<file path="src/hdl/trace_mon_pkg.sv">
`default_nettype none

package trace_mon_pkg;

  // Monitored cores and trace bus core index width
  localparam int NUM_CORES  = 3;
  localparam int CORE_IDX_W = 2;

  // Data, pc and instruction width
  localparam int XLEN = 32;

  // Register file addressing
  localparam int REG_ADDR_W = 5;

  // Register whose value is shadowed per core
  localparam logic [REG_ADDR_W-1:0] SHADOW_REG = 5'd3;

  // addi x0, x0, 1 ends the program on that core
  localparam logic [XLEN-1:0] INSN_TERMINATE = 32'h00100013;

  // addi x0, x0, 2 requests a report of x3
  localparam logic [XLEN-1:0] INSN_REPORT = 32'h00200013;

  // Event kinds
  localparam logic EVENT_REPORT    = 1'b0;
  localparam logic EVENT_TERMINATE = 1'b1;

endpackage

`default_nettype wire

</file>
<file path="src/hdl/trace_distributor.sv">
`timescale 1ns/1ps
`default_nettype none

module trace_distributor (
  input  logic                                         clk,
  input  logic                                         arst_n_i,
  input  logic                                         trace_valid_i,
  input  logic [trace_mon_pkg::CORE_IDX_W-1:0]         trace_core_i,
  input  logic [trace_mon_pkg::XLEN-1:0]               trace_insn_i,
  input  logic                                         trace_wben_i,
  input  logic [trace_mon_pkg::REG_ADDR_W-1:0]         trace_wbreg_i,
  input  logic [trace_mon_pkg::XLEN-1:0]               trace_wbdata_i,
  output logic [trace_mon_pkg::NUM_CORES-1:0]          beat_valid_o,
  output logic [trace_mon_pkg::XLEN-1:0]               beat_insn_o,
  output logic                                         beat_wben_o,
  output logic [trace_mon_pkg::REG_ADDR_W-1:0]         beat_wbreg_o,
  output logic [trace_mon_pkg::XLEN-1:0]               beat_wbdata_o
);

  logic [trace_mon_pkg::NUM_CORES-1:0] strobe;

  // One-hot decode, an out of range index matches no core
  always_comb begin
    for (int c = 0; c < trace_mon_pkg::NUM_CORES; c++) begin
      strobe[c] = trace_valid_i &&
                  (trace_core_i == trace_mon_pkg::CORE_IDX_W'(c));
    end
  end

  always_ff @(posedge clk or negedge arst_n_i) begin
    if (!arst_n_i) begin
      beat_valid_o <= '0;
    end else begin
      beat_valid_o <= strobe;
    end
  end

  // Beat fields are shared by all monitors
  always_ff @(posedge clk) begin
    beat_insn_o   <= trace_insn_i;
    beat_wben_o   <= trace_wben_i;
    beat_wbreg_o  <= trace_wbreg_i;
    beat_wbdata_o <= trace_wbdata_i;
  end

endmodule

`default_nettype wire

</file>
<file path="src/hdl/core_monitor.sv">
`timescale 1ns/1ps
`default_nettype none

module core_monitor (
  input  logic                                 clk,
  input  logic                                 arst_n_i,
  input  logic                                 beat_valid_i,
  input  logic [trace_mon_pkg::XLEN-1:0]       beat_insn_i,
  input  logic                                 beat_wben_i,
  input  logic [trace_mon_pkg::REG_ADDR_W-1:0] beat_wbreg_i,
  input  logic [trace_mon_pkg::XLEN-1:0]       beat_wbdata_i,
  output logic                                 evt_valid_o,
  output logic                                 evt_kind_o,
  output logic [trace_mon_pkg::XLEN-1:0]       evt_value_o,
  output logic                                 terminated_o
);

  logic [trace_mon_pkg::XLEN-1:0] shadow_x3;
  logic [trace_mon_pkg::XLEN-1:0] retired_cnt;
  logic [trace_mon_pkg::XLEN-1:0] retired_nxt;
  logic                           beat_live;
  logic                           is_report;
  logic                           is_terminate;
  logic                           x3_write;

  // Beats to a frozen core are dropped entirely
  assign beat_live    = beat_valid_i && !terminated_o;
  assign retired_nxt  = retired_cnt + 1'b1;

  assign is_report    = (beat_insn_i == trace_mon_pkg::INSN_REPORT);
  assign is_terminate = (beat_insn_i == trace_mon_pkg::INSN_TERMINATE);

  // x0 never matches the shadowed register, so x0 writes fall out here
  assign x3_write = beat_wben_i && (beat_wbreg_i == trace_mon_pkg::SHADOW_REG);

  always_ff @(posedge clk or negedge arst_n_i) begin
    if (!arst_n_i) begin
      shadow_x3    <= '0;
      retired_cnt  <= '0;
      terminated_o <= 1'b0;
      evt_valid_o  <= 1'b0;
    end else begin
      evt_valid_o <= 1'b0;
      if (beat_live) begin
        retired_cnt <= retired_nxt;
        if (x3_write) begin
          shadow_x3 <= beat_wbdata_i;
        end
        if (is_report || is_terminate) begin
          evt_valid_o <= 1'b1;
        end
        if (is_terminate) begin
          terminated_o <= 1'b1;
        end
      end
    end
  end

  // Event payload, qualified by evt_valid_o downstream
  always_ff @(posedge clk) begin
    if (beat_live && is_terminate) begin
      evt_kind_o  <= trace_mon_pkg::EVENT_TERMINATE;
      // Count includes the marker itself
      evt_value_o <= retired_nxt;
    end else if (beat_live && is_report) begin
      evt_kind_o  <= trace_mon_pkg::EVENT_REPORT;
      // Value before this beat, the marker writes nothing
      evt_value_o <= shadow_x3;
    end
  end

endmodule

`default_nettype wire

</file>
<file path="src/hdl/event_collector.sv">
`timescale 1ns/1ps
`default_nettype none

module event_collector (
  input  logic                                 clk,
  input  logic                                 arst_n_i,
  input  logic [trace_mon_pkg::NUM_CORES-1:0]  evt_valid_i,
  input  logic [trace_mon_pkg::NUM_CORES-1:0]  evt_kind_i,
  input  logic [trace_mon_pkg::XLEN-1:0]       evt_value_i [trace_mon_pkg::NUM_CORES],
  input  logic [trace_mon_pkg::NUM_CORES-1:0]  terminated_i,
  output logic                                 event_valid_o,
  output logic                                 event_kind_o,
  output logic [trace_mon_pkg::CORE_IDX_W-1:0] event_core_o,
  output logic [trace_mon_pkg::XLEN-1:0]       event_value_o,
  output logic                                 all_done_o
);

  logic                                 sel_kind;
  logic [trace_mon_pkg::CORE_IDX_W-1:0] sel_core;
  logic [trace_mon_pkg::XLEN-1:0]       sel_value;

  // At most one monitor fires per cycle, so an AND-OR mux is enough
  always_comb begin
    sel_kind  = 1'b0;
    sel_core  = '0;
    sel_value = '0;
    for (int c = 0; c < trace_mon_pkg::NUM_CORES; c++) begin
      if (evt_valid_i[c]) begin
        sel_kind  = sel_kind | evt_kind_i[c];
        sel_core  = sel_core | trace_mon_pkg::CORE_IDX_W'(c);
        sel_value = sel_value | evt_value_i[c];
      end
    end
  end

  // terminated rises with evt_valid, so both line up one cycle later
  always_ff @(posedge clk or negedge arst_n_i) begin
    if (!arst_n_i) begin
      event_valid_o <= 1'b0;
      all_done_o    <= 1'b0;
    end else begin
      event_valid_o <= |evt_valid_i;
      all_done_o    <= &terminated_i;
    end
  end

  always_ff @(posedge clk) begin
    if (|evt_valid_i) begin
      event_kind_o  <= sel_kind;
      event_core_o  <= sel_core;
      event_value_o <= sel_value;
    end
  end

endmodule

`default_nettype wire

</file>
<file path="src/hdl/trace_mon_top.sv">
`timescale 1ns/1ps
`default_nettype none

module trace_mon_top (
  input  logic                                 clk,
  input  logic                                 arst_n_i,
  input  logic                                 trace_valid_i,
  input  logic [trace_mon_pkg::CORE_IDX_W-1:0] trace_core_i,
  input  logic [trace_mon_pkg::XLEN-1:0]       trace_pc_i,
  input  logic [trace_mon_pkg::XLEN-1:0]       trace_insn_i,
  input  logic                                 trace_wben_i,
  input  logic [trace_mon_pkg::REG_ADDR_W-1:0] trace_wbreg_i,
  input  logic [trace_mon_pkg::XLEN-1:0]       trace_wbdata_i,
  output logic                                 event_valid_o,
  output logic                                 event_kind_o,
  output logic [trace_mon_pkg::CORE_IDX_W-1:0] event_core_o,
  output logic [trace_mon_pkg::XLEN-1:0]       event_value_o,
  output logic                                 all_done_o
);

  // Registered beat, shared by all monitors
  logic [trace_mon_pkg::NUM_CORES-1:0]  beat_valid;
  logic [trace_mon_pkg::XLEN-1:0]       beat_insn;
  logic                                 beat_wben;
  logic [trace_mon_pkg::REG_ADDR_W-1:0] beat_wbreg;
  logic [trace_mon_pkg::XLEN-1:0]       beat_wbdata;

  // Per-core events and state
  logic [trace_mon_pkg::NUM_CORES-1:0]  evt_valid;
  logic [trace_mon_pkg::NUM_CORES-1:0]  evt_kind;
  logic [trace_mon_pkg::XLEN-1:0]       evt_value [trace_mon_pkg::NUM_CORES];
  logic [trace_mon_pkg::NUM_CORES-1:0]  terminated;

  // trace_pc_i is kept on the port list but not needed by any check
  trace_distributor i_distributor (
    .clk            (clk),
    .arst_n_i       (arst_n_i),
    .trace_valid_i  (trace_valid_i),
    .trace_core_i   (trace_core_i),
    .trace_insn_i   (trace_insn_i),
    .trace_wben_i   (trace_wben_i),
    .trace_wbreg_i  (trace_wbreg_i),
    .trace_wbdata_i (trace_wbdata_i),
    .beat_valid_o   (beat_valid),
    .beat_insn_o    (beat_insn),
    .beat_wben_o    (beat_wben),
    .beat_wbreg_o   (beat_wbreg),
    .beat_wbdata_o  (beat_wbdata)
  );

  for (genvar g = 0; g < trace_mon_pkg::NUM_CORES; g++) begin : gen_core
    core_monitor i_monitor (
      .clk           (clk),
      .arst_n_i      (arst_n_i),
      .beat_valid_i  (beat_valid[g]),
      .beat_insn_i   (beat_insn),
      .beat_wben_i   (beat_wben),
      .beat_wbreg_i  (beat_wbreg),
      .beat_wbdata_i (beat_wbdata),
      .evt_valid_o   (evt_valid[g]),
      .evt_kind_o    (evt_kind[g]),
      .evt_value_o   (evt_value[g]),
      .terminated_o  (terminated[g])
    );
  end

  event_collector i_collector (
    .clk           (clk),
    .arst_n_i      (arst_n_i),
    .evt_valid_i   (evt_valid),
    .evt_kind_i    (evt_kind),
    .evt_value_i   (evt_value),
    .terminated_i  (terminated),
    .event_valid_o (event_valid_o),
    .event_kind_o  (event_kind_o),
    .event_core_o  (event_core_o),
    .event_value_o (event_value_o),
    .all_done_o    (all_done_o)
  );

endmodule

`default_nettype wire

</file>
<file path="config.mk">
export PLATFORM = sky130hd
export DESIGN_NAME = trace_mon_top
export DESIGN_NICKNAME = d
export VERILOG_FILES = /design/src/hdl/trace_mon_pkg.sv /design/src/hdl/trace_distributor.sv /design/src/hdl/core_monitor.sv /design/src/hdl/event_collector.sv /design/src/hdl/trace_mon_top.sv
export SDC_FILE = /design/constraint.sdc
export NUM_CORES = 1
export LEC_CHECK = 0
export BUFFER_PORTS_ARGS = -buffer_cell sky130_fd_sc_hd__buf_4
export CAP_MARGIN = 0
export CORE_MARGIN = 2
export CORE_UTILIZATION = 35
export CTS_CLUSTER_SIZE = 12
export DETAILED_ROUTE_END_ITERATION = 6
export PLACE_DENSITY = 0.62
export SLEW_MARGIN = 30
export SYNTH_ARGS = -nofsm -noshare
export SYNTH_HDL_FRONTEND = slang
export SYNTH_SLANG_ARGS = --single-unit
</file>
<file path="constraint.sdc">
create_clock -name clk -period 5.1 [get_ports clk]
set_clock_uncertainty 0.2 [all_clocks]
set_input_delay 0.255 -clock clk [delete_from_list [all_inputs] [get_ports clk]]
set_output_delay 0.255 -clock clk [all_outputs]
set_load 0.02 [all_outputs]
</file>
* Word-level counts from Yosys, hierarchy flattened
Index checks and enable logic that the tools add are counted.
W data, S select, Z words.
** Storage, ports and cells
- Bits in registers :: 407
- Bits of input ports :: 107
- Output and inout port bits :: 37
- Logic and storage cells :: 87
** Operators by class
- Add/subtract/negate cells :: 3
- Eq/ne operators :: 5
- Mux-type cells :: 17
- Bitwise gates (word level) :: 4
- Reductions and logical operators :: 29
** Operator list (count)
- $mux W32 :: 9
- $add A32 B1 Y32 const B :: 3
- $or A32 B32 Y32 :: 2
- $eq A32 B21 Y1 const B :: 1
- $eq A32 B22 Y1 const B :: 1
- $logic_and A1 B1 Y1 :: 13
- $reduce_and A2 Y1 :: 6
- $mux W1 :: 8
- $reduce_bool A2 Y1 :: 3
- $eq A5 B2 Y1 const B :: 1
- $logic_not A1 Y1 :: 3
- $reduce_and A3 Y1 :: 1
- $reduce_or A3 Y1 :: 1
- $eq A2 B1 Y1 const B :: 1
- $eq A2 B2 Y1 const B :: 1
- $logic_not A2 Y1 :: 1
- $or A1 B1 Y1 :: 2
- $logic_or A1 B1 Y1 :: 1

* Logic depth before layout (Yosys ltp)
- Word-level depth :: 5
- Gate-level depth with buffers :: 7
- Mapped depth without buffers :: 6

* Cells and area by module
Synthesis repeated with hierarchy kept, for this count alone.
** Second synthesis, totals
- Cells, all modules :: 1456
- Area total of the unflattened synthesis :: 17356.6 um2
** By module, submodules not included
- core_monitor :: times used 3, cells an instance 421, area each 4724.5 um2
- event_collector :: times used 1, cells an instance 117, area each 1676.6 um2
- trace_distributor :: times used 1, cells an instance 76, area each 1506.4 um2

* Worst setup path before layout
No wires, ideal clock.
- Kind :: reg2reg
- From :: register i_distributor.beat_insn_o[11] in the netlist's numbering
- To :: register gen_core[0].i_monitor.evt_value_o[0] in the netlist's numbering, enable pin
- Library setup time :: 0.421 ns
- Arrival :: 2.852 ns
- Setup slack :: 1.627 ns
- Stages on the path, launching flop included :: 6
- Buffers on the path :: 1
- Cell sequence :: dfxtp_1 nor4_2 nand4_2 or3_2 clkbuf_1 nor2_1
** Between the ends
- Cells in the longest elaborated chain, start to end :: 3
- Elaborated cells between the ends (all ways) :: 5
- Those cells by class :: eq/ne (2); reduce/logical (3)
** Ends and longest elaborated chain
- start, declared :: line trace_distributor.sv:14 : output logic [trace_mon_pkg::XLEN-1:0] beat_insn_o,
- start signal, assigned :: line trace_distributor.sv:40 : beat_insn_o <= trace_insn_i;
- $eq A32 B22 Y1 or $eq A32 B21 Y1 (tied branches) :: line core_monitor.sv:30, core_monitor.sv:31
- $logic_and A1 B1 Y1, on equally long branches :: line core_monitor.sv:65, core_monitor.sv:61
- $reduce_bool A2 Y1 (no source line) (*)
- end signal, assigned :: line core_monitor.sv:64 : evt_value_o <= retired_nxt;
- end signal, assigned :: line core_monitor.sv:68 : evt_value_o <= shadow_x3;
- end, declared :: line core_monitor.sv:14 : output logic [trace_mon_pkg::XLEN-1:0] evt_value_o,
Mark *: on every way between the ends. The rest lies on a longest branch, timed or not.
A chain may end at the register's enable or synchronous reset.

* Worst setup path after layout
- From :: register i_distributor.beat_insn_o[3] in the netlist's numbering
- To :: register gen_core[1].i_monitor.evt_value_o[1] in the netlist's numbering, enable pin
** Between the ends
- Cells in the longest elaborated chain, start to end :: 3
- Elaborated cells between the ends (all ways) :: 5
- Those cells by class :: eq/ne (2); reduce/logical (3)
** Ends and longest elaborated chain (line)
- $eq A32 B22 Y1 or $eq A32 B21 Y1 (tied branches) :: core_monitor.sv:30, core_monitor.sv:31
- $logic_and A1 B1 Y1, on equally long branches :: core_monitor.sv:65, core_monitor.sv:61
- $reduce_bool A2 Y1 (no source line) (*)
- end signal, assigned :: core_monitor.sv:64
- end signal, assigned :: core_monitor.sv:68
- end, declared :: core_monitor.sv:14
Marked as above.

==> results.cfg <==
[status]
status = completed

[finish]
drive_above_1_share_pct = 25.1
nFillCells = 4493
final_net_count = 1670
diodes = 0
final_common_cell = dfrtp_1
postLayoutCellArea_sq_mm = 0.0209
most-common-layout-cells = dfrtp_1 (202), buf_4 (133), edfxtp_1 (131)
fin_cells = 2219
final_util_pct = 43.0
area_growth_pct = 21.8

[synthesis]
synth_fa_ha_area_share_pct = 0.219
synth_warnings = 0
synth_edf_count = 131
synth-seq-cells = 407
ys_seq_area_share_pct = 61.0
synth_ff_type = dfrtp_1
syn_area_per_cell_sq_um = 12.4
synth.area.mux_share_pct = 6.83
synth-xor-area-share_pct = 9.34
synth_top_family_by_area = simple AND/OR/NAND/NOR gates
synth_cell_type_count = 55
synthCells = 1381
synth-compound-area-share_pct = 5.27
synthSimpleGateAreaFrac_pct = 14.1
ys_async_sr_fraction_pct = 49.9
netlist_area_sq_mm = 0.0172
synth_fp_nets = 1491

[sta]
hold_viol = 0
finalCritPeriodShare_pct = 59.1
rsz0062_at_grt = no
slew_violations = 0
worstMarginPinSlew_ns = 0.892
finalSetupTns_ns = 0
setup_viol = 0
hold-worst-slack_ns = 0.127
max_freq_mhz = 332
maxSlewHeadroom_pct = 40.5
fin_crit_ns = 3.02

[place]
routabilityCongestion = 0.881
hpwlAfterDp_microns = 27600
postPlaceCellArea_sq_mm = 0.0186
dp.cells = 2057
portBuffers = 111

[power_and_ir_drop]
internal_power_mw = 5.57
pwr-share-clk_pct = 44.7
switchingPower_mw = 1.64
power_density_mw_per_mm2 = 345
seqPwrFrac_pct = 49.9
vdd_drop_max_v = 0.000206
swShare_pct = 22.8
p_leak_nw = 8.73
comb_power_share_pct = 5.4

[critical_path]
cp-start-kind = register
path_buf_inv = 1
required_ns = 5.13
path_class = register to register
worstSetupEndpointType = register
crit_path_max_incr_delay_ns = 0.68
crit_arrival_ns = 3.04
path_max_fanout = 20
cp_top_family = simple AND/OR/NAND/NOR gates
worst_path_max_delay_cell = or3_2
crit_chain = nor4b_2 > nand4_2 > or3_2 > nor2_4 > buf_4

[floorplan]
pin_count = 144
num_rows = 81
core_area_sq_mm = 0.0486
fp.dieH_microns = 225
start_util_pct = 35.3
die-area_sq_mm = 0.0508
die_w_microns = 225

[routing]
drt_wl_total_microns = 42700
drcViolationCount = 0
vias_per_cell = 5.06
drt_iter0_markers = 958
num_vias = 11224
ant_nets = 0
first_pass_iters = 7
post_drt_wl_per_cell_microns = 19.2

[clock_tree]
h-tree-depth = 2
numCtsBuffers = 45
clock_sinks = 407
cts-root-buf = clkbuf_16
cts.clk_slew.worst_paths_ns = 0.06
clock_path_buffers = 3
post-cts-setup-buffers = 0
clk_latency_ns = 0.58
cts_tree = done

[global_route]
grt_overflow_total = 0
grt_max_degree = 108
grt_pass1_wl_microns = 66400
antenna_found_initial = 0
grt_use_total_pct = 17.1
grt_pass1_vias = 11506

[flow_run]
cap_violations = 0

[worst_hold_path]
hold_class = input pin to register
## final cells by class
cell class              instances  area, sq um  share of cell area (%)
multi-input cells             851         6170                    29.5
inverters                      40          150                   0.718
clock buffers                  68         1330                    6.34
well taps                     622          778                    3.72
repair buffers                215         1870                    8.95
clock inverters                16          133                   0.634
flip-flops and latches        407        10500                    50.1
## path summary, 6_finish.rpt
| path | start | to | slack, ns | cells past startpoint |
|---|---|---|---|---|
| setup / recovery | i_distributor.beat_insn_o[3] | gen_core[1].i_monitor.evt_value_o[1] | 2.08 | 5 |
| hold reg to reg | gen_core[2].i_monitor.retired_cnt[31] | gen_core[2].i_monitor.retired_cnt[31] | 0.28 | 1 |
| min in group asynchronous | arst_n_i | gen_core[0].i_monitor.retired_cnt[23] | 0.46 | 3 |
| hold / removal | trace_wbdata_i[8] | i_distributor.beat_wbdata_o[8] | 0.13 | 2 |
| setup reg to reg | i_distributor.beat_insn_o[3] | gen_core[1].i_monitor.evt_value_o[1] | 2.08 | 5 |
| max in group asynchronous | arst_n_i | gen_core[1].i_monitor.shadow_x3[1] | 3.44 | 4 |
## cells in the mapped netlist, types with 10 or more instances
master	instances	area [sq um]
edfxtp_1	131	3930
a222oi_1	33	330
nand2_1	83	312
xor2_1	92	806
dfxtp_1	73	1460
inv_1	40	150
a21oi_1	57	285
mux2_2	99	1110
nor4_1	10	62.6
nand4_1	57	357
buf_1	13	48.8
nor3_1	20	100
clkbuf_1	40	150
dfrtp_1	203	5080
buf_2	14	70.1
xnor2_1	91	797
nor2_2	30	188
nand3_1	38	190
nor2_1	125	469
a21oi_2	30	263
## power by group through the flow
| stage | clock network, mW | registers, mW | logic (mW) |
|---|---|---|---|
| after floorplan | 0 | 3.61 | 0.223 |
| after global placement | 0 | 3.66 | 0.338 |
| after detailed placement | 0 | 3.66 | 0.346 |
| after CTS | 3.31 | 3.60 | 0.393 |
| after global routing | 3.43 | 3.61 | 0.437 |
| final | 3.23 | 3.60 | 0.390 |
## cells by family (layout without fill, tap and decap cells)
family,Yosys count,count (layout)
and+or+nand+nor,436,436
AOI/OAI and AO/OA,125,125
muxes,104,104
DFF,407,407
xor gates and xnor gates,183,183
adders and majority gates,3,3
buffers and inverters,123,339
## metal layers
metal,share of wire (%),GRT usage [%],vias to the layer above
met5,0,0,-
met4,2.7,5.62,0
met3,6.4,3.40,70
met2,47,27.5,346
met1,44,23.2,5588
li1,-,-,5220
## through the flow
| step | power (mW) | setup WS [ns] |
|---|---|---|
| floorplan | 3.84 | 1.63 |
| global placement | 3.99 | 1.94 |
| detailed placement | 4.01 | 2.02 |
| CTS | 7.30 | 2.01 |
| global route | 7.48 | 1.91 |
| finish | 7.22 | 2.08 |
## timing repair
item | in CTS | in global routing
hold buffers | 76 | 1
resized for setup | 0 | 0
hold endpoints to repair | 179 | 22
## flip-flops by register name, summed over array words and instances, names as in the netlist, 3 cells and up
| signal | flops |
|---|---|
| gen_core.i_monitor.evt_valid_o | 3 |
| i_distributor.beat_valid_o | 3 |
| gen_core.i_monitor.evt_value_o | 96 |
| gen_core.i_monitor.terminated_o | 3 |
| gen_core.i_monitor.retired_cnt | 96 |
| i_distributor.beat_wbdata_o | 32 |
| i_collector.event_value_o | 32 |
| i_distributor.beat_wbreg_o | 5 |
| gen_core.i_monitor.evt_kind_o | 3 |
| i_distributor.beat_insn_o | 32 |
| gen_core.i_monitor.shadow_x3 | 96 |
(Power assumes the default switching activity.)
